File: config.mk
export PLATFORM = sky130hd
export DESIGN_NAME = decodeUnit_flat
export DESIGN_NICKNAME = d
export VERILOG_FILES = /design/src/core_defs.svh /design/src/corePkg.sv /design/src/stageBus.sv /design/src/decodeUnit.sv /design/src/flat_wrapper.sv
export SDC_FILE = /design/constraint.sdc
export NUM_CORES = 1
export LEC_CHECK = 0
export BUFFER_PORTS_ARGS = -buffer_cell sky130_fd_sc_hd__buf_4
export CORE_AREA = 2 2 115 117
export DETAILED_ROUTE_END_ITERATION = 6
export DIE_AREA = 0 0 117 119
export MAX_ROUTING_LAYER = met4
export PLACE_DENSITY = 0.57
export SETUP_SLACK_MARGIN = 0.5
export SKIP_LAST_GASP = 1
export SLEW_MARGIN = 20
export SYNTH_ARGS = -nofsm -noshare
export SYNTH_HDL_FRONTEND = slang
export SYNTH_SLANG_ARGS = --single-unit
File: constraint.sdc
create_clock -name vclk -period 1.5
set_input_delay 0.225 -clock vclk [all_inputs]
set_output_delay 0.225 -clock vclk [all_outputs]
set_load 0.02 [all_outputs]
File: src/core_defs.svh
// Core sizes and fixed encodings, included by the RTL files that need them
`ifndef CORE_DEFS_SVH
`define CORE_DEFS_SVH

`define CORE_IMEM_WORDS 16
`define CORE_DMEM_WORDS 64
`define CORE_RESET_PC   32'h0000_0000
`define CORE_NOP        32'h0000_0013  // ADDI x0, x0, 0

`endif
File: src/corePkg.sv
// Shared vector types and control enums, referenced by scoped name across the core
package corePkg;

    typedef logic [31:0] word_t;    // Data, address or instruction
    typedef logic [4:0]  regAddr_t;

    // EX operand source
    typedef enum logic [1:0] {
        FWD_REG,
        FWD_EXMEM,
        FWD_MEMWB
    } fwdSel_e;

    typedef enum logic [2:0] {
        ALU_ADD,
        ALU_SUB,
        ALU_AND,
        ALU_OR,
        ALU_XOR,
        ALU_SLT,
        ALU_PASSB
    } aluOp_e;

    typedef enum logic [1:0] {
        WB_ALU,
        WB_LOAD,
        WB_PC4
    } wbSel_e;

endpackage

File: src/stageBus.sv
// Instruction bundles passed between pipeline stages, instantiated inside rvCore
interface idExBus;
    logic              valid;
    corePkg::word_t    pc;
    corePkg::regAddr_t rs1, rs2, rd;
    corePkg::word_t    rData1, rData2, imm;
    corePkg::aluOp_e   aluOp;
    logic              useImm, regWrite, memRead, memWrite;
    corePkg::wbSel_e   wbSel;
    logic              branch, branchNe, jump;

    modport src (output valid, pc, rs1, rs2, rd, rData1, rData2, imm, aluOp, useImm,
                 regWrite, memRead, memWrite, wbSel, branch, branchNe, jump);
    modport dst (input valid, pc, rs1, rs2, rd, rData1, rData2, imm, aluOp, useImm,
                 regWrite, memRead, memWrite, wbSel, branch, branchNe, jump);
endinterface


File: src/decodeUnit.sv
// Decoder for the supported RV32I subset, feeding the ID/EX register
module decodeUnit (
    input  corePkg::word_t    instr,
    input  corePkg::word_t    pc,
    input  logic              valid,
    input  corePkg::word_t    rData1,
    input  corePkg::word_t    rData2,
    output corePkg::regAddr_t rs1,
    output corePkg::regAddr_t rs2,
    idExBus.src out
);
    localparam logic [6:0] OpReg    = 7'b0110011;
    localparam logic [6:0] OpImm    = 7'b0010011;
    localparam logic [6:0] OpLui    = 7'b0110111;
    localparam logic [6:0] OpLoad   = 7'b0000011;
    localparam logic [6:0] OpStore  = 7'b0100011;
    localparam logic [6:0] OpBranch = 7'b1100011;
    localparam logic [6:0] OpJal    = 7'b1101111;

    logic [2:0] funct3;
    logic       known;

    assign funct3     = instr[14:12];
    assign rs1        = instr[19:15];
    assign rs2        = instr[24:20];
    assign out.pc     = pc;
    assign out.rs1    = rs1;
    assign out.rs2    = rs2;
    assign out.rd     = instr[11:7];
    assign out.rData1 = rData1;
    assign out.rData2 = rData2;
    assign out.valid  = valid && known;

    always_comb begin
        known        = 1'b1;
        out.aluOp    = corePkg::ALU_ADD;
        out.useImm   = 1'b0;
        out.regWrite = 1'b0;
        out.memRead  = 1'b0;
        out.memWrite = 1'b0;
        out.wbSel    = corePkg::WB_ALU;
        out.branch   = 1'b0;
        out.branchNe = funct3[0];
        out.jump     = 1'b0;
        out.imm      = {{20{instr[31]}}, instr[31:20]};  // I-type
        case (instr[6:0])
            OpReg: begin
                out.regWrite = 1'b1;
                case (funct3)
                    3'b000:  out.aluOp = instr[30] ? corePkg::ALU_SUB : corePkg::ALU_ADD;
                    3'b111:  out.aluOp = corePkg::ALU_AND;
                    3'b110:  out.aluOp = corePkg::ALU_OR;
                    3'b100:  out.aluOp = corePkg::ALU_XOR;
                    3'b010:  out.aluOp = corePkg::ALU_SLT;
                    default: known = 1'b0;
                endcase
            end
            OpImm: begin  // ADDI only
                out.regWrite = 1'b1;
                out.useImm   = 1'b1;
                known        = (funct3 == 3'b000);
            end
            OpLui: begin
                out.regWrite = 1'b1;
                out.useImm   = 1'b1;
                out.aluOp    = corePkg::ALU_PASSB;
                out.imm      = {instr[31:12], 12'b0};
            end
            OpLoad: begin
                out.regWrite = 1'b1;
                out.useImm   = 1'b1;
                out.memRead  = 1'b1;
                out.wbSel    = corePkg::WB_LOAD;
                known        = (funct3 == 3'b010);
            end
            OpStore: begin
                out.useImm   = 1'b1;
                out.memWrite = 1'b1;
                out.imm      = {{20{instr[31]}}, instr[31:25], instr[11:7]};
                known        = (funct3 == 3'b010);
            end
            OpBranch: begin  // BEQ and BNE
                out.branch = 1'b1;
                out.imm    = {{19{instr[31]}}, instr[31], instr[7], instr[30:25],
                              instr[11:8], 1'b0};
                known      = (funct3[2:1] == 2'b00);
            end
            OpJal: begin
                out.jump     = 1'b1;
                out.regWrite = 1'b1;
                out.wbSel    = corePkg::WB_PC4;
                out.imm      = {{11{instr[31]}}, instr[31], instr[19:12], instr[20],
                                instr[30:21], 1'b0};
            end
            default: known = 1'b0;
        endcase
        // Anything not decoded becomes a bubble
        if (!(valid && known)) begin
            out.regWrite = 1'b0;
            out.memRead  = 1'b0;
            out.memWrite = 1'b0;
            out.branch   = 1'b0;
            out.jump     = 1'b0;
        end
    end
endmodule

File: src/flat_wrapper.sv
// flat-port wrapper written by rule: the top's interface ports become plain ports
module decodeUnit_flat 
  (instr, pc, valid, rData1, rData2, rs1, rs2, out_valid, out_pc, out_rs1, out_rs2, out_rd, out_rData1, out_rData2, out_imm, out_aluOp, out_useImm, out_regWrite, out_memRead, out_memWrite, out_wbSel, out_branch, out_branchNe, out_jump);
  idExBus out_i ();
  input  corePkg::word_t instr;
  input  corePkg::word_t pc;
  input  logic valid;
  input  corePkg::word_t rData1;
  input  corePkg::word_t rData2;
  output corePkg::regAddr_t rs1;
  output corePkg::regAddr_t rs2;
  output wire logic [$bits(out_i.valid)-1:0] out_valid;
  output wire logic [$bits(out_i.pc)-1:0] out_pc;
  output wire logic [$bits(out_i.rs1)-1:0] out_rs1;
  output wire logic [$bits(out_i.rs2)-1:0] out_rs2;
  output wire logic [$bits(out_i.rd)-1:0] out_rd;
  output wire logic [$bits(out_i.rData1)-1:0] out_rData1;
  output wire logic [$bits(out_i.rData2)-1:0] out_rData2;
  output wire logic [$bits(out_i.imm)-1:0] out_imm;
  output wire logic [$bits(out_i.aluOp)-1:0] out_aluOp;
  output wire logic [$bits(out_i.useImm)-1:0] out_useImm;
  output wire logic [$bits(out_i.regWrite)-1:0] out_regWrite;
  output wire logic [$bits(out_i.memRead)-1:0] out_memRead;
  output wire logic [$bits(out_i.memWrite)-1:0] out_memWrite;
  output wire logic [$bits(out_i.wbSel)-1:0] out_wbSel;
  output wire logic [$bits(out_i.branch)-1:0] out_branch;
  output wire logic [$bits(out_i.branchNe)-1:0] out_branchNe;
  output wire logic [$bits(out_i.jump)-1:0] out_jump;
  assign out_valid = out_i.valid;
  assign out_pc = out_i.pc;
  assign out_rs1 = out_i.rs1;
  assign out_rs2 = out_i.rs2;
  assign out_rd = out_i.rd;
  assign out_rData1 = out_i.rData1;
  assign out_rData2 = out_i.rData2;
  assign out_imm = out_i.imm;
  assign out_aluOp = out_i.aluOp;
  assign out_useImm = out_i.useImm;
  assign out_regWrite = out_i.regWrite;
  assign out_memRead = out_i.memRead;
  assign out_memWrite = out_i.memWrite;
  assign out_wbSel = out_i.wbSel;
  assign out_branch = out_i.branch;
  assign out_branchNe = out_i.branchNe;
  assign out_jump = out_i.jump;
  decodeUnit u_core (.instr(instr), .pc(pc), .valid(valid), .rData1(rData1), .rData2(rData2), .rs1(rs1), .rs2(rs2), .out(out_i));
endmodule
# After elaboration in Yosys (flattened, before gate mapping)
# Cells that the tools add are included.
totals:
  out_inout_bits: 166
  ff_bits: 0
  inputBits: 129
op_classes:
  n_eq_ne: 11
  n_reduce_logical: 8
  n_mux: 18
ops:
  columns: ["operator", "count"]
  rows:
  - ["31-bit one-hot mux with 4 select lines", 1]
  - ["7-bit by 6-bit == test with 1-bit output, second input constant", 3]
  - ["3-bit one-hot mux with 5 select lines", 1]
  - ["7-bit == test, second input constant", 2]
  - ["1-bit 2-to-1 mux", 13]
  - ["5-bit OR reduction", 2]
  - ["3-bit == test, second input constant", 3]
  - ["7-bit by 2-bit == test with 1-bit output, second input constant", 1]
  - ["7-bit by 5-bit == test with 1-bit output, second input constant", 1]
  - ["3-bit one-hot mux with 2 select lines", 1]
  - ["1-bit one-hot mux with 5 select lines", 1]
  - ["2-bit one-hot mux with 2 select lines", 1]
  - ["2-bit OR reduction", 2]
  - ["4-bit OR reduction", 1]
  - ["3-bit by 2-bit == test with 1-bit output, second input constant", 1]
  - ["3-bit logical NOT", 1]
  - ["2-bit logical NOT", 1]
  - ["1-bit logical AND", 1]

# Longest topological paths before layout
depth:
  word_depth: 6
  mapped_depth: 6
  mapped_depth_nobuf: 4

# Worst setup path before layout
# OpenSTA, ideal clock, no wires.
synth_path:
  path_kind: "in2out"
  start: "in instr[3]"
  end: "out out_memRead"
  t_required_ns: 1.275
  slack_ns: -0.520
  cell_stages: 5
  path_buffers: 1
  t_arrival_ns: 1.795
  cell_sequence: "nand4bb_1 buf_4 nand2b_1 nor3_1 a21boi_0"
synth_between:
  elab_chain_cells: 5
  elab_cells_between_ends: 13
  classes_between: "eq/ne: 7; mux: 3; reduce/logical: 3"
synth_rtl:
  columns: ["item", "line_no", "source"]
  rows:
  - ["start: declaration", "flat_wrapper.sv:5", "input corePkg::word_t instr;"]
  - ["7-bit by 6-bit == test with 1-bit output, or another cell as far along", "decodeUnit.sv:46", "case (instr[6:0])"]
  - ["2-bit OR reduction (no line)", null, null]
  - ["1-bit one-hot mux with 5 select lines", "decodeUnit.sv:46", null]
  - ["1-bit logical AND", "decodeUnit.sv:98", "if (!(valid && known)) begin"]
  - ["1-bit 2-to-1 mux *", "decodeUnit.sv:98", null]
  - ["end: declaration", "flat_wrapper.sv:23", "output wire logic [$bits(out_i.memRead)-1:0] out_memRead;"]
# Every way passes the cells marked *; elsewhere a longest branch is shown, timed or not.

# Worst setup path in the final report
layout_path:
  start: "in instr[3]"
  end: "out out_memWrite"
layout_between:
  elab_chain_cells: 5
  elab_cells_between_ends: 13
  classes_between: "eq/ne: 7; mux: 3; reduce/logical: 3"
layout_rtl:
  columns: ["item", "line_no", "source"]
  rows:
  - ["7-bit by 6-bit == test with 1-bit output, or another cell as far along", "decodeUnit.sv:46", null]
  - ["2-bit OR reduction (no line)", null, null]
  - ["1-bit one-hot mux with 5 select lines", "decodeUnit.sv:46", null]
  - ["1-bit logical AND", "decodeUnit.sv:98", null]
  - ["1-bit 2-to-1 mux *", "decodeUnit.sv:98", null]
  - ["end: declaration", "flat_wrapper.sv:24", "output wire logic [$bits(out_i.memWrite)-1:0] out_memWrite;"]
# Marks and branches as above.

==> metrics.txt <==
# TYPE chip_impl_metric gauge
chip_impl_metric{name="design.seq.count",unit=""} 0
chip_impl_metric{name="ir_worst_vdd",unit="mV"} 0.0819
chip_impl_metric{name="total_leakage_power",unit="nW"} 1.20
chip_impl_metric{name="grt_pass1_vias",unit=""} 1472
chip_impl_metric{name="rows",unit=""} 42
chip_impl_metric{name="avgRoutedWirePerCell",unit="um"} 14.0
chip_impl_info{name="synth_top_cells_by_area",value="buf_4, a21o_1, a21o_2"} 1
chip_impl_metric{name="num_io_pins",unit=""} 295
chip_impl_metric{name="grt_use_total",unit=""} 0.0775
chip_impl_info{name="startpoint_kind_of_the_worst_setup_timing_path",value="input pin"} 1
chip_impl_metric{name="min_period_over_period",unit=""} 1.15
chip_impl_metric{name="drt-initial-drc-count",unit=""} 34
chip_impl_metric{name="dieWidth",unit="um"} 117
chip_impl_metric{name="die_height",unit="um"} 119
chip_impl_metric{name="grt_start_max_net_pins",unit=""} 12
chip_impl_metric{name="gr-total-overflow",unit=""} 0
chip_impl_info{name="grt_setup_unrepaired",value="true"} 1
chip_impl_metric{name="worst_ep_required_time",unit="ns"} 1.27
chip_impl_metric{name="via_count",unit=""} 1415
chip_impl_metric{name="setup_total_negative_slack",unit="ns"} -4.73
chip_impl_metric{name="yosysTopAreaCellShare",unit=""} 0.581
chip_impl_metric{name="dr.pass1.iters",unit=""} 4
chip_impl_metric{name="nets",unit=""} 370
chip_impl_metric{name="netlist_area",unit="um2"} 1600
chip_impl_info{name="synthTopCellsByCount",value="buf_4, nand2_1, a21o_1"} 1
chip_impl_metric{name="layout_min_cycle_time",unit="ns"} 1.73
chip_impl_info{name="min-delay-path-class",value="input pin to output port"} 1
chip_impl_metric{name="worst_slew_pin_slew",unit="ns"} 0.299
chip_impl_metric{name="die_footprint",unit="um2"} 13900
chip_impl_metric{name="storage_cell_area",unit="um2"} 0
chip_impl_info{name="endpoint_kind",value="output port"} 1
chip_impl_info{name="run_status",value="finished, violations left"} 1
chip_impl_metric{name="layout_area_overhead",unit="%"} 65.8
chip_impl_metric{name="endpoint_arrival_time_on_the_critical_path",unit="ns"} 1.51
chip_impl_metric{name="path_max_fanout",unit=""} 7
chip_impl_metric{name="post-route-drc-count",unit=""} 0
chip_impl_metric{name="initial_utilization",unit=""} 0.124
chip_impl_metric{name="fillers",unit=""} 1392
chip_impl_metric{name="clkbuf_count",unit=""} 0
chip_impl_metric{name="io_buffers",unit=""} 103
chip_impl_metric{name="maxSlewHeadroom",unit=""} 0.800
chip_impl_metric{name="final.setup.worst_slack",unit="ns"} -0.230
chip_impl_metric{name="synth.avg_cell_area",unit="um2"} 7.06
chip_impl_metric{name="syn-instance-count",unit=""} 227
chip_impl_metric{name="final_core_utilization",unit=""} 0.206
chip_impl_metric{name="total_inserted_antenna_cells",unit=""} 0
chip_impl_metric{name="design.core.area",unit="um2"} 12900
chip_impl_metric{name="yosys_warnings",unit=""} 0
chip_impl_metric{name="postSynthNetCount",unit=""} 356
chip_impl_metric{name="timing.max_cap.violations",unit=""} 0
chip_impl_info{name="synthMostInstantiatedCell",value="buf_4"} 1
chip_impl_metric{name="report.final.setup_viol",unit=""} 38
chip_impl_metric{name="dpl.hpwl",unit="mm"} 4.84
chip_impl_metric{name="p_per_area",unit="nW/um2"} 250
chip_impl_info{name="violations",value="negative setup slack"} 1
chip_impl_metric{name="slew_viol_final",unit=""} 0
chip_impl_metric{name="achievable-frequency",unit="MHz"} 578
chip_impl_metric{name="antenna_violations_before_repair",unit=""} 0
chip_impl_metric{name="finalWirelength",unit="mm"} 5.79
chip_impl_metric{name="route.detailed.vias_per_inst",unit=""} 3.41
chip_impl_metric{name="grt_pass1_wl",unit="mm"} 8.05
chip_impl_metric{name="share_of_final_layout_standard_cells_stronger_than_drive_strength_1",unit=""} 0.870
chip_impl_metric{name="netlist-cell-type-count",unit=""} 39
chip_impl_metric{name="gpl.final_weighted_congestion",unit=""} 0.784
chip_impl_metric{name="final_report_hold_violation_count",unit=""} 0
chip_impl_info{name="worst-setup-path-type",value="input pin to output port"} 1
chip_impl_metric{name="ant_nets",unit=""} 0
chip_impl_metric{name="synth-seq-area-share",unit=""} 0
chip_impl_info{name="cell_accounting_for_the_most_synthesized_area",value="buf_4"} 1
==> metrics by stage <==
step                      power (mW)  setup slack, ns  hold slack, ns  instance area, um2  std cells
final                          0.665           -0.230           0.450                2660        415
after global placement         0.596           -0.317           0.450                2250        405
after detailed placement       0.603           -0.379           0.450                2250        405
after floorplan                0.724          -0.0768           0.486                2000        227
after CTS                      0.662           -0.235           0.450                2590        413
after global routing           0.708           -0.286           0.450                2660        415
==> logic make-up (layout without fill, tap and decap cells) <==
logic type | after synthesis | after routing | share of synthesized area
buffers and inverters | 136 | 148 | 0.626
AOI/OAI and AO/OA | 39 | 39 | 0.179
and+or+nand+nor | 50 | 50 | 0.184
xor gates and xnor gates | 2 | 2 | 0.0109
==> area by class of cell <==
type	count	area (um2)	area share
tap	176	220	0.0829
multi-input combinational	91	1070	0.403
timing repair buffer	144	1350	0.508
inverter	4	15.0	0.00565
==> layout by cell type (no fill, tap or decap), types with 2 or more instances in the layout <==
cell | Yosys | routed
buf_6 | 3 | 44
a21oi_1 | 5 | 3
nor2_1 | 7 | 4
o21ai_4 | 0 | 5
nor2_4 | 0 | 3
nand3_4 | 0 | 2
inv_1 | 4 | 4
buf_12 | 0 | 4
nor2b_4 | 0 | 7
buf_4 | 124 | 92
buf_16 | 0 | 2
a21o_2 | 8 | 2
and2_4 | 0 | 2
buf_8 | 0 | 2
a21o_4 | 0 | 17
a21oi_2 | 0 | 2
nand2_1 | 12 | 10
nor3_4 | 0 | 4
==> timing repair <==
action	CTS	global route
setup buffers	6	2
setup endpoints to repair	43	43
hold buffers	0	0
gates cloned	2	0
gates resized for setup	59	10
pin swaps	11	6
==> critical path, stage by stage <==
cell and delay, ns:
buf_6 0.10, or3b_4 0.40, a21oi_4 0.18, buf_12 0.15, o21ai_4 0.07, a211oi_4 0.23, buf_6 0.15
==> per-layer routing <==
layer / global-route usage / up-vias / routed length [um]
met1: 0.0820 / 645 / 2100
met5: - / - / 0
met4: 0.0316 / 0 / 227
met3: 0.0168 / 36 / 562
li1: - / 651 / -
met2: 0.138 / 83 / 2900
==> power by group <==
group / internal, mW / switching (mW) / total [mW]
logic: 0.341 / 0.323 / 0.665
clock network: 0 / 0 / 0
registers: 0 / 0 / 0
==> path summary, 6_finish.rpt <==
check,from,endpoint,cells after the start
worst max-delay path,instr[3],out_memWrite,7
worst min-delay path,pc[7],out_pc[7],0
Note: power is estimated with default switching activity, not from simulation.
