$ cat src/core_defs.svh
// Core sizes and fixed encodings, included by the RTL files that need them
`ifndef CORE_DEFS_SVH
`define CORE_DEFS_SVH

`define CORE_IMEM_WORDS 16
`define CORE_DMEM_WORDS 64
`define CORE_RESET_PC   32'h0000_0000
`define CORE_NOP        32'h0000_0013  // ADDI x0, x0, 0

`endif
$ cat src/corePkg.sv
// Shared vector types and control enums, referenced by scoped name across the core
package corePkg;

    typedef logic [31:0] word_t;    // Data, address or instruction
    typedef logic [4:0]  regAddr_t;

    // EX operand source
    typedef enum logic [1:0] {
        FWD_REG,
        FWD_EXMEM,
        FWD_MEMWB
    } fwdSel_e;

    typedef enum logic [2:0] {
        ALU_ADD,
        ALU_SUB,
        ALU_AND,
        ALU_OR,
        ALU_XOR,
        ALU_SLT,
        ALU_PASSB
    } aluOp_e;

    typedef enum logic [1:0] {
        WB_ALU,
        WB_LOAD,
        WB_PC4
    } wbSel_e;

endpackage

$ cat src/stageBus.sv
// Instruction bundles passed between pipeline stages, instantiated inside rvCore
interface idExBus;
    logic              valid;
    corePkg::word_t    pc;
    corePkg::regAddr_t rs1, rs2, rd;
    corePkg::word_t    rData1, rData2, imm;
    corePkg::aluOp_e   aluOp;
    logic              useImm, regWrite, memRead, memWrite;
    corePkg::wbSel_e   wbSel;
    logic              branch, branchNe, jump;

    modport src (output valid, pc, rs1, rs2, rd, rData1, rData2, imm, aluOp, useImm,
                 regWrite, memRead, memWrite, wbSel, branch, branchNe, jump);
    modport dst (input valid, pc, rs1, rs2, rd, rData1, rData2, imm, aluOp, useImm,
                 regWrite, memRead, memWrite, wbSel, branch, branchNe, jump);
endinterface

interface exMemBus;
    logic              valid;
    corePkg::word_t    pc;
    corePkg::regAddr_t rd;
    corePkg::word_t    aluResult, storeData;
    logic              regWrite, memRead, memWrite;
    corePkg::wbSel_e   wbSel;

    modport src (output valid, pc, rd, aluResult, storeData, regWrite, memRead, memWrite,
                 wbSel);
    modport dst (input valid, pc, rd, aluResult, storeData, regWrite, memRead, memWrite,
                 wbSel);
endinterface


$ cat src/executeUnit.sv
// EX stage: operand forwarding, ALU and branch or jump resolution
module executeUnit (
    idExBus.dst in,
    input  corePkg::fwdSel_e fwdA,
    input  corePkg::fwdSel_e fwdB,
    input  corePkg::word_t   exMemResult,
    input  corePkg::word_t   memWbResult,
    exMemBus.src out,
    output logic             redirect,
    output corePkg::word_t   redirectPc
);
    corePkg::word_t opA, opB, aluB, aluRes;
    logic taken;

    function automatic corePkg::word_t fwdMux(corePkg::fwdSel_e sel, corePkg::word_t regVal,
                                              corePkg::word_t exMem, corePkg::word_t memWb);
        case (sel)
            corePkg::FWD_EXMEM: return exMem;
            corePkg::FWD_MEMWB: return memWb;
            default:            return regVal;
        endcase
    endfunction

    assign opA  = fwdMux(fwdA, in.rData1, exMemResult, memWbResult);
    assign opB  = fwdMux(fwdB, in.rData2, exMemResult, memWbResult);
    assign aluB = in.useImm ? in.imm : opB;

    always_comb begin
        case (in.aluOp)
            corePkg::ALU_SUB:   aluRes = opA - aluB;
            corePkg::ALU_AND:   aluRes = opA & aluB;
            corePkg::ALU_OR:    aluRes = opA | aluB;
            corePkg::ALU_XOR:   aluRes = opA ^ aluB;
            corePkg::ALU_SLT:   aluRes = {31'b0, $signed(opA) < $signed(aluB)};
            corePkg::ALU_PASSB: aluRes = aluB;
            default:            aluRes = opA + aluB;
        endcase
    end

    assign taken      = in.branch && ((opA == opB) != in.branchNe);
    assign redirect   = in.valid && (taken || in.jump);
    assign redirectPc = in.pc + in.imm;

    assign out.valid     = in.valid;
    assign out.pc        = in.pc;
    assign out.rd        = in.rd;
    assign out.aluResult = (in.wbSel == corePkg::WB_PC4) ? in.pc + 32'd4 : aluRes;  // JAL link
    assign out.storeData = opB;
    assign out.regWrite  = in.regWrite;
    assign out.memRead   = in.memRead;
    assign out.memWrite  = in.memWrite;
    assign out.wbSel     = in.wbSel;
endmodule

$ cat src/flat_wrapper.sv
// flat-port wrapper written by rule: the top's interface ports become plain ports
module executeUnit_flat 
  (fwdA, fwdB, exMemResult, memWbResult, redirect, redirectPc, in_valid, in_pc, in_rs1, in_rs2, in_rd, in_rData1, in_rData2, in_imm, in_aluOp, in_useImm, in_regWrite, in_memRead, in_memWrite, in_wbSel, in_branch, in_branchNe, in_jump, out_valid, out_pc, out_rd, out_aluResult, out_storeData, out_regWrite, out_memRead, out_memWrite, out_wbSel);
  idExBus in_i ();
  exMemBus out_i ();
  input  corePkg::fwdSel_e fwdA;
  input  corePkg::fwdSel_e fwdB;
  input  corePkg::word_t exMemResult;
  input  corePkg::word_t memWbResult;
  output logic redirect;
  output corePkg::word_t redirectPc;
  input wire logic [$bits(in_i.valid)-1:0] in_valid;
  input wire logic [$bits(in_i.pc)-1:0] in_pc;
  input wire logic [$bits(in_i.rs1)-1:0] in_rs1;
  input wire logic [$bits(in_i.rs2)-1:0] in_rs2;
  input wire logic [$bits(in_i.rd)-1:0] in_rd;
  input wire logic [$bits(in_i.rData1)-1:0] in_rData1;
  input wire logic [$bits(in_i.rData2)-1:0] in_rData2;
  input wire logic [$bits(in_i.imm)-1:0] in_imm;
  input wire logic [$bits(in_i.aluOp)-1:0] in_aluOp;
  input wire logic [$bits(in_i.useImm)-1:0] in_useImm;
  input wire logic [$bits(in_i.regWrite)-1:0] in_regWrite;
  input wire logic [$bits(in_i.memRead)-1:0] in_memRead;
  input wire logic [$bits(in_i.memWrite)-1:0] in_memWrite;
  input wire logic [$bits(in_i.wbSel)-1:0] in_wbSel;
  input wire logic [$bits(in_i.branch)-1:0] in_branch;
  input wire logic [$bits(in_i.branchNe)-1:0] in_branchNe;
  input wire logic [$bits(in_i.jump)-1:0] in_jump;
  output wire logic [$bits(out_i.valid)-1:0] out_valid;
  output wire logic [$bits(out_i.pc)-1:0] out_pc;
  output wire logic [$bits(out_i.rd)-1:0] out_rd;
  output wire logic [$bits(out_i.aluResult)-1:0] out_aluResult;
  output wire logic [$bits(out_i.storeData)-1:0] out_storeData;
  output wire logic [$bits(out_i.regWrite)-1:0] out_regWrite;
  output wire logic [$bits(out_i.memRead)-1:0] out_memRead;
  output wire logic [$bits(out_i.memWrite)-1:0] out_memWrite;
  output wire logic [$bits(out_i.wbSel)-1:0] out_wbSel;
  assign in_i.valid = in_valid;
  assign in_i.pc = in_pc;
  assign in_i.rs1 = in_rs1;
  assign in_i.rs2 = in_rs2;
  assign in_i.rd = in_rd;
  assign in_i.rData1 = in_rData1;
  assign in_i.rData2 = in_rData2;
  assign in_i.imm = in_imm;
  assign in_i.aluOp = in_aluOp;
  assign in_i.useImm = in_useImm;
  assign in_i.regWrite = in_regWrite;
  assign in_i.memRead = in_memRead;
  assign in_i.memWrite = in_memWrite;
  assign in_i.wbSel = in_wbSel;
  assign in_i.branch = in_branch;
  assign in_i.branchNe = in_branchNe;
  assign in_i.jump = in_jump;
  assign out_valid = out_i.valid;
  assign out_pc = out_i.pc;
  assign out_rd = out_i.rd;
  assign out_aluResult = out_i.aluResult;
  assign out_storeData = out_i.storeData;
  assign out_regWrite = out_i.regWrite;
  assign out_memRead = out_i.memRead;
  assign out_memWrite = out_i.memWrite;
  assign out_wbSel = out_i.wbSel;
  executeUnit u_core (.in(in_i), .fwdA(fwdA), .fwdB(fwdB), .exMemResult(exMemResult), .memWbResult(memWbResult), .out(out_i), .redirect(redirect), .redirectPc(redirectPc));
endmodule
$ cat config.mk
export PLATFORM = sky130hd
export DESIGN_NAME = executeUnit_flat
export DESIGN_NICKNAME = d
export VERILOG_FILES = /design/src/core_defs.svh /design/src/corePkg.sv /design/src/stageBus.sv /design/src/executeUnit.sv /design/src/flat_wrapper.sv
export SDC_FILE = /design/constraint.sdc
export NUM_CORES = 1
export LEC_CHECK = 0
export ABC_CLOCK_PERIOD_IN_PS = 11300
export BUFFER_PORTS_ARGS = -buffer_cell sky130_fd_sc_hd__buf_4
export CAP_MARGIN = 20
export CORE_AREA = 4 4 177 179
export DETAILED_ROUTE_END_ITERATION = 10
export DIE_AREA = 0 0 181 183
export SLEW_MARGIN = 20
export SYNTH_ARGS = -nofsm -noshare
export SYNTH_HDL_FRONTEND = slang
export SYNTH_SLANG_ARGS = --single-unit
$ cat constraint.sdc
create_clock -name vclk -period 11.3
set_input_delay 0.565 -clock vclk [all_inputs]
set_output_delay 0.565 -clock vclk [all_outputs]
set_load 0.02 [all_outputs]
-- After elaboration in Yosys (flattened, before gate mapping)
Cells that the tools add are included.
- add/subtract/negate cells: 4
- order comparisons: 1
- equality and inequality tests: 13
- multiplexer cells: 5
- bitwise gates (word level): 3
- reduce and logical (&&, ||, !) cells: 3
- operators with widths (kind ; number):
    one-hot mux 32 bit (6 select lines) ; 1
    one-hot mux 32 bit (2 select lines) ; 2
    adder 32 bit ; 2
    2-to-1 mux 32 bit ; 2
    adder 32 x 3 -> 32 bit, second input constant ; 1
    AND 32 bit ; 1
    equality test 32 bit ; 1
    < comparator 32 bit ; 1
    OR 32 bit ; 1
    subtractor 32 bit ; 1
    XOR 32 bit ; 1
    equality test 3 bit, second input constant ; 3
    equality test 2 bit, second input constant ; 3
    equality test 3 x 2 -> 1 bit, second input constant ; 2
    equality test 2 x 1 -> 1 bit, second input constant ; 2
    equality test 3 x 1 -> 1 bit, second input constant ; 1
    logical AND 1 bit ; 2
    logical OR 1 bit ; 1
    inequality test 1 bit ; 1
- bits in registers: 0
- input bits: 224
- output and inout port bits: 140
- word-level logic and storage cells: 29

-- Logic depth before layout (Yosys ltp)
Gate-level depths: netlist (run 1).
- depth in word-level cells: 7
- gate-level depth with buffers: 21
- depth with buffers taken out: 18

-- Least setup slack after synthesis (run 1)
No wires, ideal clock.
- path type: input -> output
- from: in fwdB[0]
- to: out out_aluResult[27]
- arrival time: 4844 ps
- required time: 10735 ps
- setup slack: 5891 ps
- stages: 18
- buffers on the path: 3
- path through: inv_1 > ha_1 > clkbuf_1 > clkbuf_1 > o21ai_0 > mux2i_1 > ha_1 > buf_6 > a21oi_1 > o211ai_1 > a21o_1 > a211oi_1 > a21oi_1 > a211oi_1 > o21ai_0 > xor2_1 > a221oi_1 > a221oi_1
- word-level cells in the longest chain between the ends: 6
- elaborated cells between the ends (all ways): 11
- those cells by class: add/sub (2); eq/ne (2); mux (4); bitwise (3)
- RTL lines (element ; line ; RTL):
    from (decl) ; flat_wrapper.sv:7 ; input corePkg::fwdSel_e fwdB;
    equality test 2 bit or equality test 2 x 1 -> 1 bit (tied branches) ; executeUnit.sv:17 ; case (sel)
    one-hot mux 32 bit (2 select lines) (*) ; executeUnit.sv:17 ;
    named net out_storeData[10] ; flat_wrapper.sv:33 ; output wire logic [$bits(out_i.storeData)-1:0] out_storeData;
    2-to-1 mux 32 bit (*) ; executeUnit.sv:26 ; assign aluB = in.useImm ? in.imm : opB;
    adder 32 bit or subtractor 32 bit (tied branches) ; executeUnit.sv:36, executeUnit.sv:30 ;
    one-hot mux 32 bit (6 select lines) (*) ; executeUnit.sv:29 ; case (in.aluOp)
    2-to-1 mux 32 bit (*) ; executeUnit.sv:47 ; assign out.aluResult = (in.wbSel == corePkg::WB_PC4) ? in.pc + 32'd4 : aluRes;
    to (decl) ; flat_wrapper.sv:32 ; output wire logic [$bits(out_i.aluResult)-1:0] out_aluResult;
Mark *: on every way through the listed nets, which the timed path passes. The rest lies on a longest branch.

-- Final worst setup path (run 1)
- from: in fwdB[1]
- to: out out_aluResult[18]
- word-level cells in the longest chain between the ends: 6
- elaborated cells between the ends (all ways): 11
- those cells by class: add/sub (2); eq/ne (2); mux (4); bitwise (3)
- RTL lines (element ; line ; RTL):
    equality test 2 bit or equality test 2 x 1 -> 1 bit (tied branches) ; executeUnit.sv:17 ;
    one-hot mux 32 bit (2 select lines) (*) ; executeUnit.sv:17 ;
    2-to-1 mux 32 bit (*) ; executeUnit.sv:26 ;
    adder 32 bit, or another cell as far along ; executeUnit.sv:36 ; default: aluRes = opA + aluB;
    one-hot mux 32 bit (6 select lines) (*) ; executeUnit.sv:29 ;
    2-to-1 mux 32 bit (*) ; executeUnit.sv:47 ;
Every way passes the cells marked *; elsewhere a longest branch is shown, timed or not.

==> impl_metrics.ini, run 1 <==
[final_layout]
nets = 2156
fin_cells = 2185
insertedDiodeCount = 0
seq_area_sq_um = 0
drive_gt1_share_pct = 21.9
nClkBuffers = 0
finish.utilization_pct = 42.4
syn2layout_area_growth_pct = 25.1
seq_cells = 0

[timing]
slew_viol_final = 0
fin_crit_sh_pct = 60.9
rsz0062_at_grt = false
setup_viol = 0
final.min_clock_period_ns = 6.88
slew_headroom_pct = 35.4
hold_viol_final = 0
setup_slack_ns = 4.42
tightest_slew_ns = 0.960
max_freq_ghz = 0.145
fin_setup_tns_ns = 0

[critical_path]
critical_path_required_ns = 10.74
path_class = input port to output port
cpMaxStageDelayCell = o21ai_0
crit_arrival_ns = 6.32
path_delay_family = compound AO/OA/AOI/OAI gates
crit_chain = buf_4 -> inv_1 -> ha_1 -> buf_4 -> a22oi_1 -> nor2_1 -> a21oi_1 -> o21ai_0 -> ha_1 -> fa_1 -> o21bai_1 -> a2111oi_0 -> o21a_1 -> o2bb2ai_1 -> inv_1 -> a31oi_1 -> nor2_1 -> a41o_1 -> o2111a_1 -> a211oi_1 -> buf_4
critPathMaxFanout = 21
crit_start = fwdB[1]
worstSetupEndpointType = output port
cp_common_cell = buf_4
max_stage_delay_ns = 0.82
worst-path-buf-inv = 5
startpoint_type = input port

[placed_design]
dp_hpwl_um = 42600
place_congestion = 0.989
portBuffers = 338
post-place-ws_ns = 4.55
placedCellCount = 2185

[grt]
antenna_found_initial = 1
grt_pass1_vias = 12400
grt_pass1_wl_um = 76400
grt-ovfl-total = 0
grtUsageTotal_pct = 29.2
grt_max_degree = 65

[logic_synthesis]
syn_avg_cell_area_sq_um = 6.36
ys_warn_count = 0
ys_seq_area_share_pct = 0
synthTopCellsByArea = ha_1 (16%), a21oi_1 (9.6%), xnor2_1 (7.0%), nor2_1 (5.8%), inv_1 (5.4%)
netlist.area_leader.share_pct = 16.5
synth_cell_types = 80
netlist_area_sq_um = 10000
yosysTopAreaCell = ha_1
netlist_instances = 1574
syn_nets = 1933

[drt]
dr.first_iter.drc_count = 1276
vias = 13200
final_antenna_net_count = 0
drc = 0
vias_per_cell = 6.04
wl_um = 52000
drtPass1Iterations = 6
wl_per_cell_um = 23.8

[floorplan]
std_cell_rows = 63
start_util_pct = 33.9
design.die.area_sq_um = 33100
die_w_um = 181
io_pins = 364
design.core.area_sq_um = 29600
die_h_um = 183

[clocking]
post_cts_buffers = 0
postCtsHoldBufs = 0
post_cts_resized = 0

[run]
maxCapViolCount = 0

[power]
irDropWorstVdd_mv = 0.0488
static-leakage-power_uw = 0.00598
p_per_area_nw_per_um2 = 86.3
p_total_uw = 1080

[outcome]
outcome = completed

[worst_hold_path]
holdCritPathClass = input port to output port
hold_start = in_rd[4]
==> cell families after synthesis <==
logic type	synth area share, %
muxes	0.750
AOI/OAI and AO/OA	40.2
adders and majority gates	17.2
xor gates and xnor gates	9.54
and+or+nand+nor	19.8
buffers and inverters	12.5
==> synth_stat cells, types with 18 or more instances <==
cell,instances
a21o_1,26
a21oi_1,193
a221oi_1,26
a22oi_1,70
and3_1,18
buf_1,21
buf_4,45
clkbuf_1,69
ha_1,132
inv_1,145
nand2_1,126
nand3_1,33
nand4_1,19
nor2_1,154
nor2b_1,19
o21a_1,19
o21ai_0,106
xnor2_1,80
xor2_1,29
==> layer usage <==
metal / routed length (um) / part of all wire [%] / GRT usage, %
met1: 21400 / 41 / 39.2
met2: 23000 / 44 / 47.3
met3: 5180 / 9.9 / 5.69
met4: 2380 / 4.6 / 9.52
met5: 13 / 0.025 / 0
==> through the flow <==
step           area, sq um  hold slack (ns)
6_report             12500             1.13
2_1_floorplan        10000             1.24
5_1_grt              12500             1.13
3_5_place_dp         12500             1.13
3_3_place_gp         12500             1.13
4_1_cts              12500             1.13
==> placed cells by master (no fill, tap or decap), drive strengths merged, types with 4 or more instances in the layout <==
cell,count
a22oi,70
a311oi,4
a2111oi,5
a221o,10
nor3,17
inv,145
a222oi,4
o2111ai,7
a221oi,28
nor2b,19
o21ai,107
or2,4
nand4,19
o21bai,17
o21a,19
and3,18
and4,7
xnor2,80
o31ai,7
or3,6
nor2,155
buf,362
mux2,4
o41ai,4
o221ai,16
nand2,126
a211oi,12
xor2,29
o22ai,15
a21o,26
o211ai,10
a31oi,16
nand3,33
nand2b,10
a21oi,193
nor4,9
ha,132
==> where the power goes <==
group,switching (uW),internal [uW]
registers,0,0
clock network,0,0
logic,671,410
==> cell type report <==
type	count	area, sq um
timing repair buffer	362	2720
inverter	145	544
fill	3169	17000
tap	390	488
multi-input combinational	1288	8780
==> worst paths after layout <==
path                  cells after the start           endpoint
worst max-delay path                     21  out_aluResult[18]
worst min-delay path                      0          out_rd[4]
(Power assumes the default switching activity.)
==> run 2: changes to the inputs <==
--- a/config.mk
+++ b/config.mk
@@ -5,7 +5,7 @@
 export SDC_FILE = /design/constraint.sdc
 export NUM_CORES = 1
 export LEC_CHECK = 0
-export ABC_CLOCK_PERIOD_IN_PS = 11300
+export ABC_CLOCK_PERIOD_IN_PS = 7000
 export BUFFER_PORTS_ARGS = -buffer_cell sky130_fd_sc_hd__buf_4
 export CAP_MARGIN = 20
 export CORE_AREA = 4 4 177 179
==> constraint.sdc (replaced) <==
create_clock -name vclk -period 7
set_input_delay 0.35 -clock vclk [all_inputs]
set_output_delay 0.35 -clock vclk [all_outputs]
set_load 0.02 [all_outputs]
==> impl_metrics.ini, run 2 (same netlist as run 1, synthesis figures left out) <==
[timing]
setup_viol = 0
slew_headroom_pct = 34.1
tightest_slew_ns = 0.989
final.min_clock_period_ns = 6.01
fin_setup_tns_ns = 0
rsz0062_at_grt = false
max_freq_ghz = 0.166
hold_viol_final = 0
slew_viol_final = 0
setup_slack_ns = 0.991
fin_crit_sh_pct = 85.8

[placed_design]
place_congestion = 0.985
dp_hpwl_um = 43100
portBuffers = 338
post-place-ws_ns = 1.08
placed_area_sq_um = 12600

[grt]
grt_pass1_vias = 12500
grt-ovfl-total = 0
grtUsageTotal_pct = 29.6
antenna_found_initial = 2
grt_pass1_wl_um = 77500
grt_max_degree = 77

[worst_hold_path]
holdCritPathClass = input port to output port
hold_start = in_rd[4]

[floorplan]
design.core.area_sq_um = 29600
die_h_um = 183
design.die.area_sq_um = 33100
std_cell_rows = 63
die_w_um = 181
io_pins = 364
start_util_pct = 33.9

[final_layout]
postLayoutCellArea_sq_um = 12600
final_common_cell = buf_4
seq_area_sq_um = 0
nClkBuffers = 0
n_fill_cell = 3237
drive_gt1_share_pct = 22.1
nets = 2160
seq_cells = 0
syn2layout_area_growth_pct = 25.5
layout_common_cells = buf_4 (366), a21oi_1 (193), nor2_1 (154)
finish.utilization_pct = 42.5

[drt]
drc = 0
dr.first_iter.drc_count = 1469
wl_per_cell_um = 24.2
vias_per_cell = 6.05
wl_um = 53100
drtPass1Iterations = 6
vias = 13300
final_antenna_net_count = 0

[critical_path]
path_class = input port to output port
worstSetupEndpointType = output port
crit_arrival_ns = 5.66
crit_start = fwdB[1]
critical_path_required_ns = 6.65
critPathMaxFanout = 40
startpoint_type = input port

[clocking]
postCtsHoldBufs = 0
post_cts_buffers = 0
post_cts_resized = 0

[power]
p_total_uw = 1760
irDropWorstVdd_mv = 0.0674
p_per_area_nw_per_um2 = 140
static-leakage-power_uw = 0.00600

[run]
maxCapViolCount = 0

[outcome]
outcome = completed
-- run 2: cell types whose count changed in the layout (fill, tap and decap cells not counted) --
cell | previous run | this run
buf_4 | 362 | 366
diode_2 | 0 | 1
-- run 2: per-layer routing --
metal  global-route usage, %  vias up  routed length (um)
li1                        -     6112                   -
met1                    41.4     6251               22300
met2                    48.5      807               24100
met3                    4.09       87                5160
met4                    6.87        2                1530
met5                       0        -                  13
-- run 2: worst paths after layout --
kind / endpoint / slack, ns / depth (start not counted)
worst max-delay path: out_aluResult[20] / 0.99 / 18
worst min-delay path: out_rd[4] / 0.70 / 0
-- run 2: final cells by class --
cell class                      count  area [sq um]  share of cell area [%]
Tap cell                          390           488                    3.88
Antenna cell                        1          2.50                  0.0199
Timing Repair Buffer              366          2750                    21.9
Multi-Input combinational cell   1288          8780                    69.9
Inverter                          145           544                    4.33
-- run 2: power breakdown --
group / leakage (uW) / switching [uW] / total (uW) / internal, uW
clock: 0.00000000634 / 0 / 0.0000193 / 0.0000193
sequential: 0 / 0 / 0 / 0
combinational: 0.00600 / 1100 / 1760 / 668
total: 0.00600 / 1100 / 1760 / 668
-- run 2: per-stage QoR --
step / hold WS (ns) / cells
2_1_floorplan: 0.813 / 1574
3_5_place_dp: 0.700 / 2189
5_1_grt: 0.700 / 2190
6_report: 0.700 / 2190
3_3_place_gp: 0.700 / 2189
4_1_cts: 0.700 / 2189
-- run 2: critical path: stages --
cell	delay [ns]
buf_4	0.11
ha_2	0.74
nor2_1	0.11
a21oi_1	0.39
o21ai_0	0.31
ha_1	0.39
fa_1	0.44
a21oi_1	0.31
o221ai_2	0.21
o221ai_1	0.43
o221ai_1	0.36
a211oi_1	0.57
nor2_1	0.11
xnor2_1	0.15
o211ai_1	0.17
o21ai_0	0.11
nor2_1	0.20
buf_4	0.19
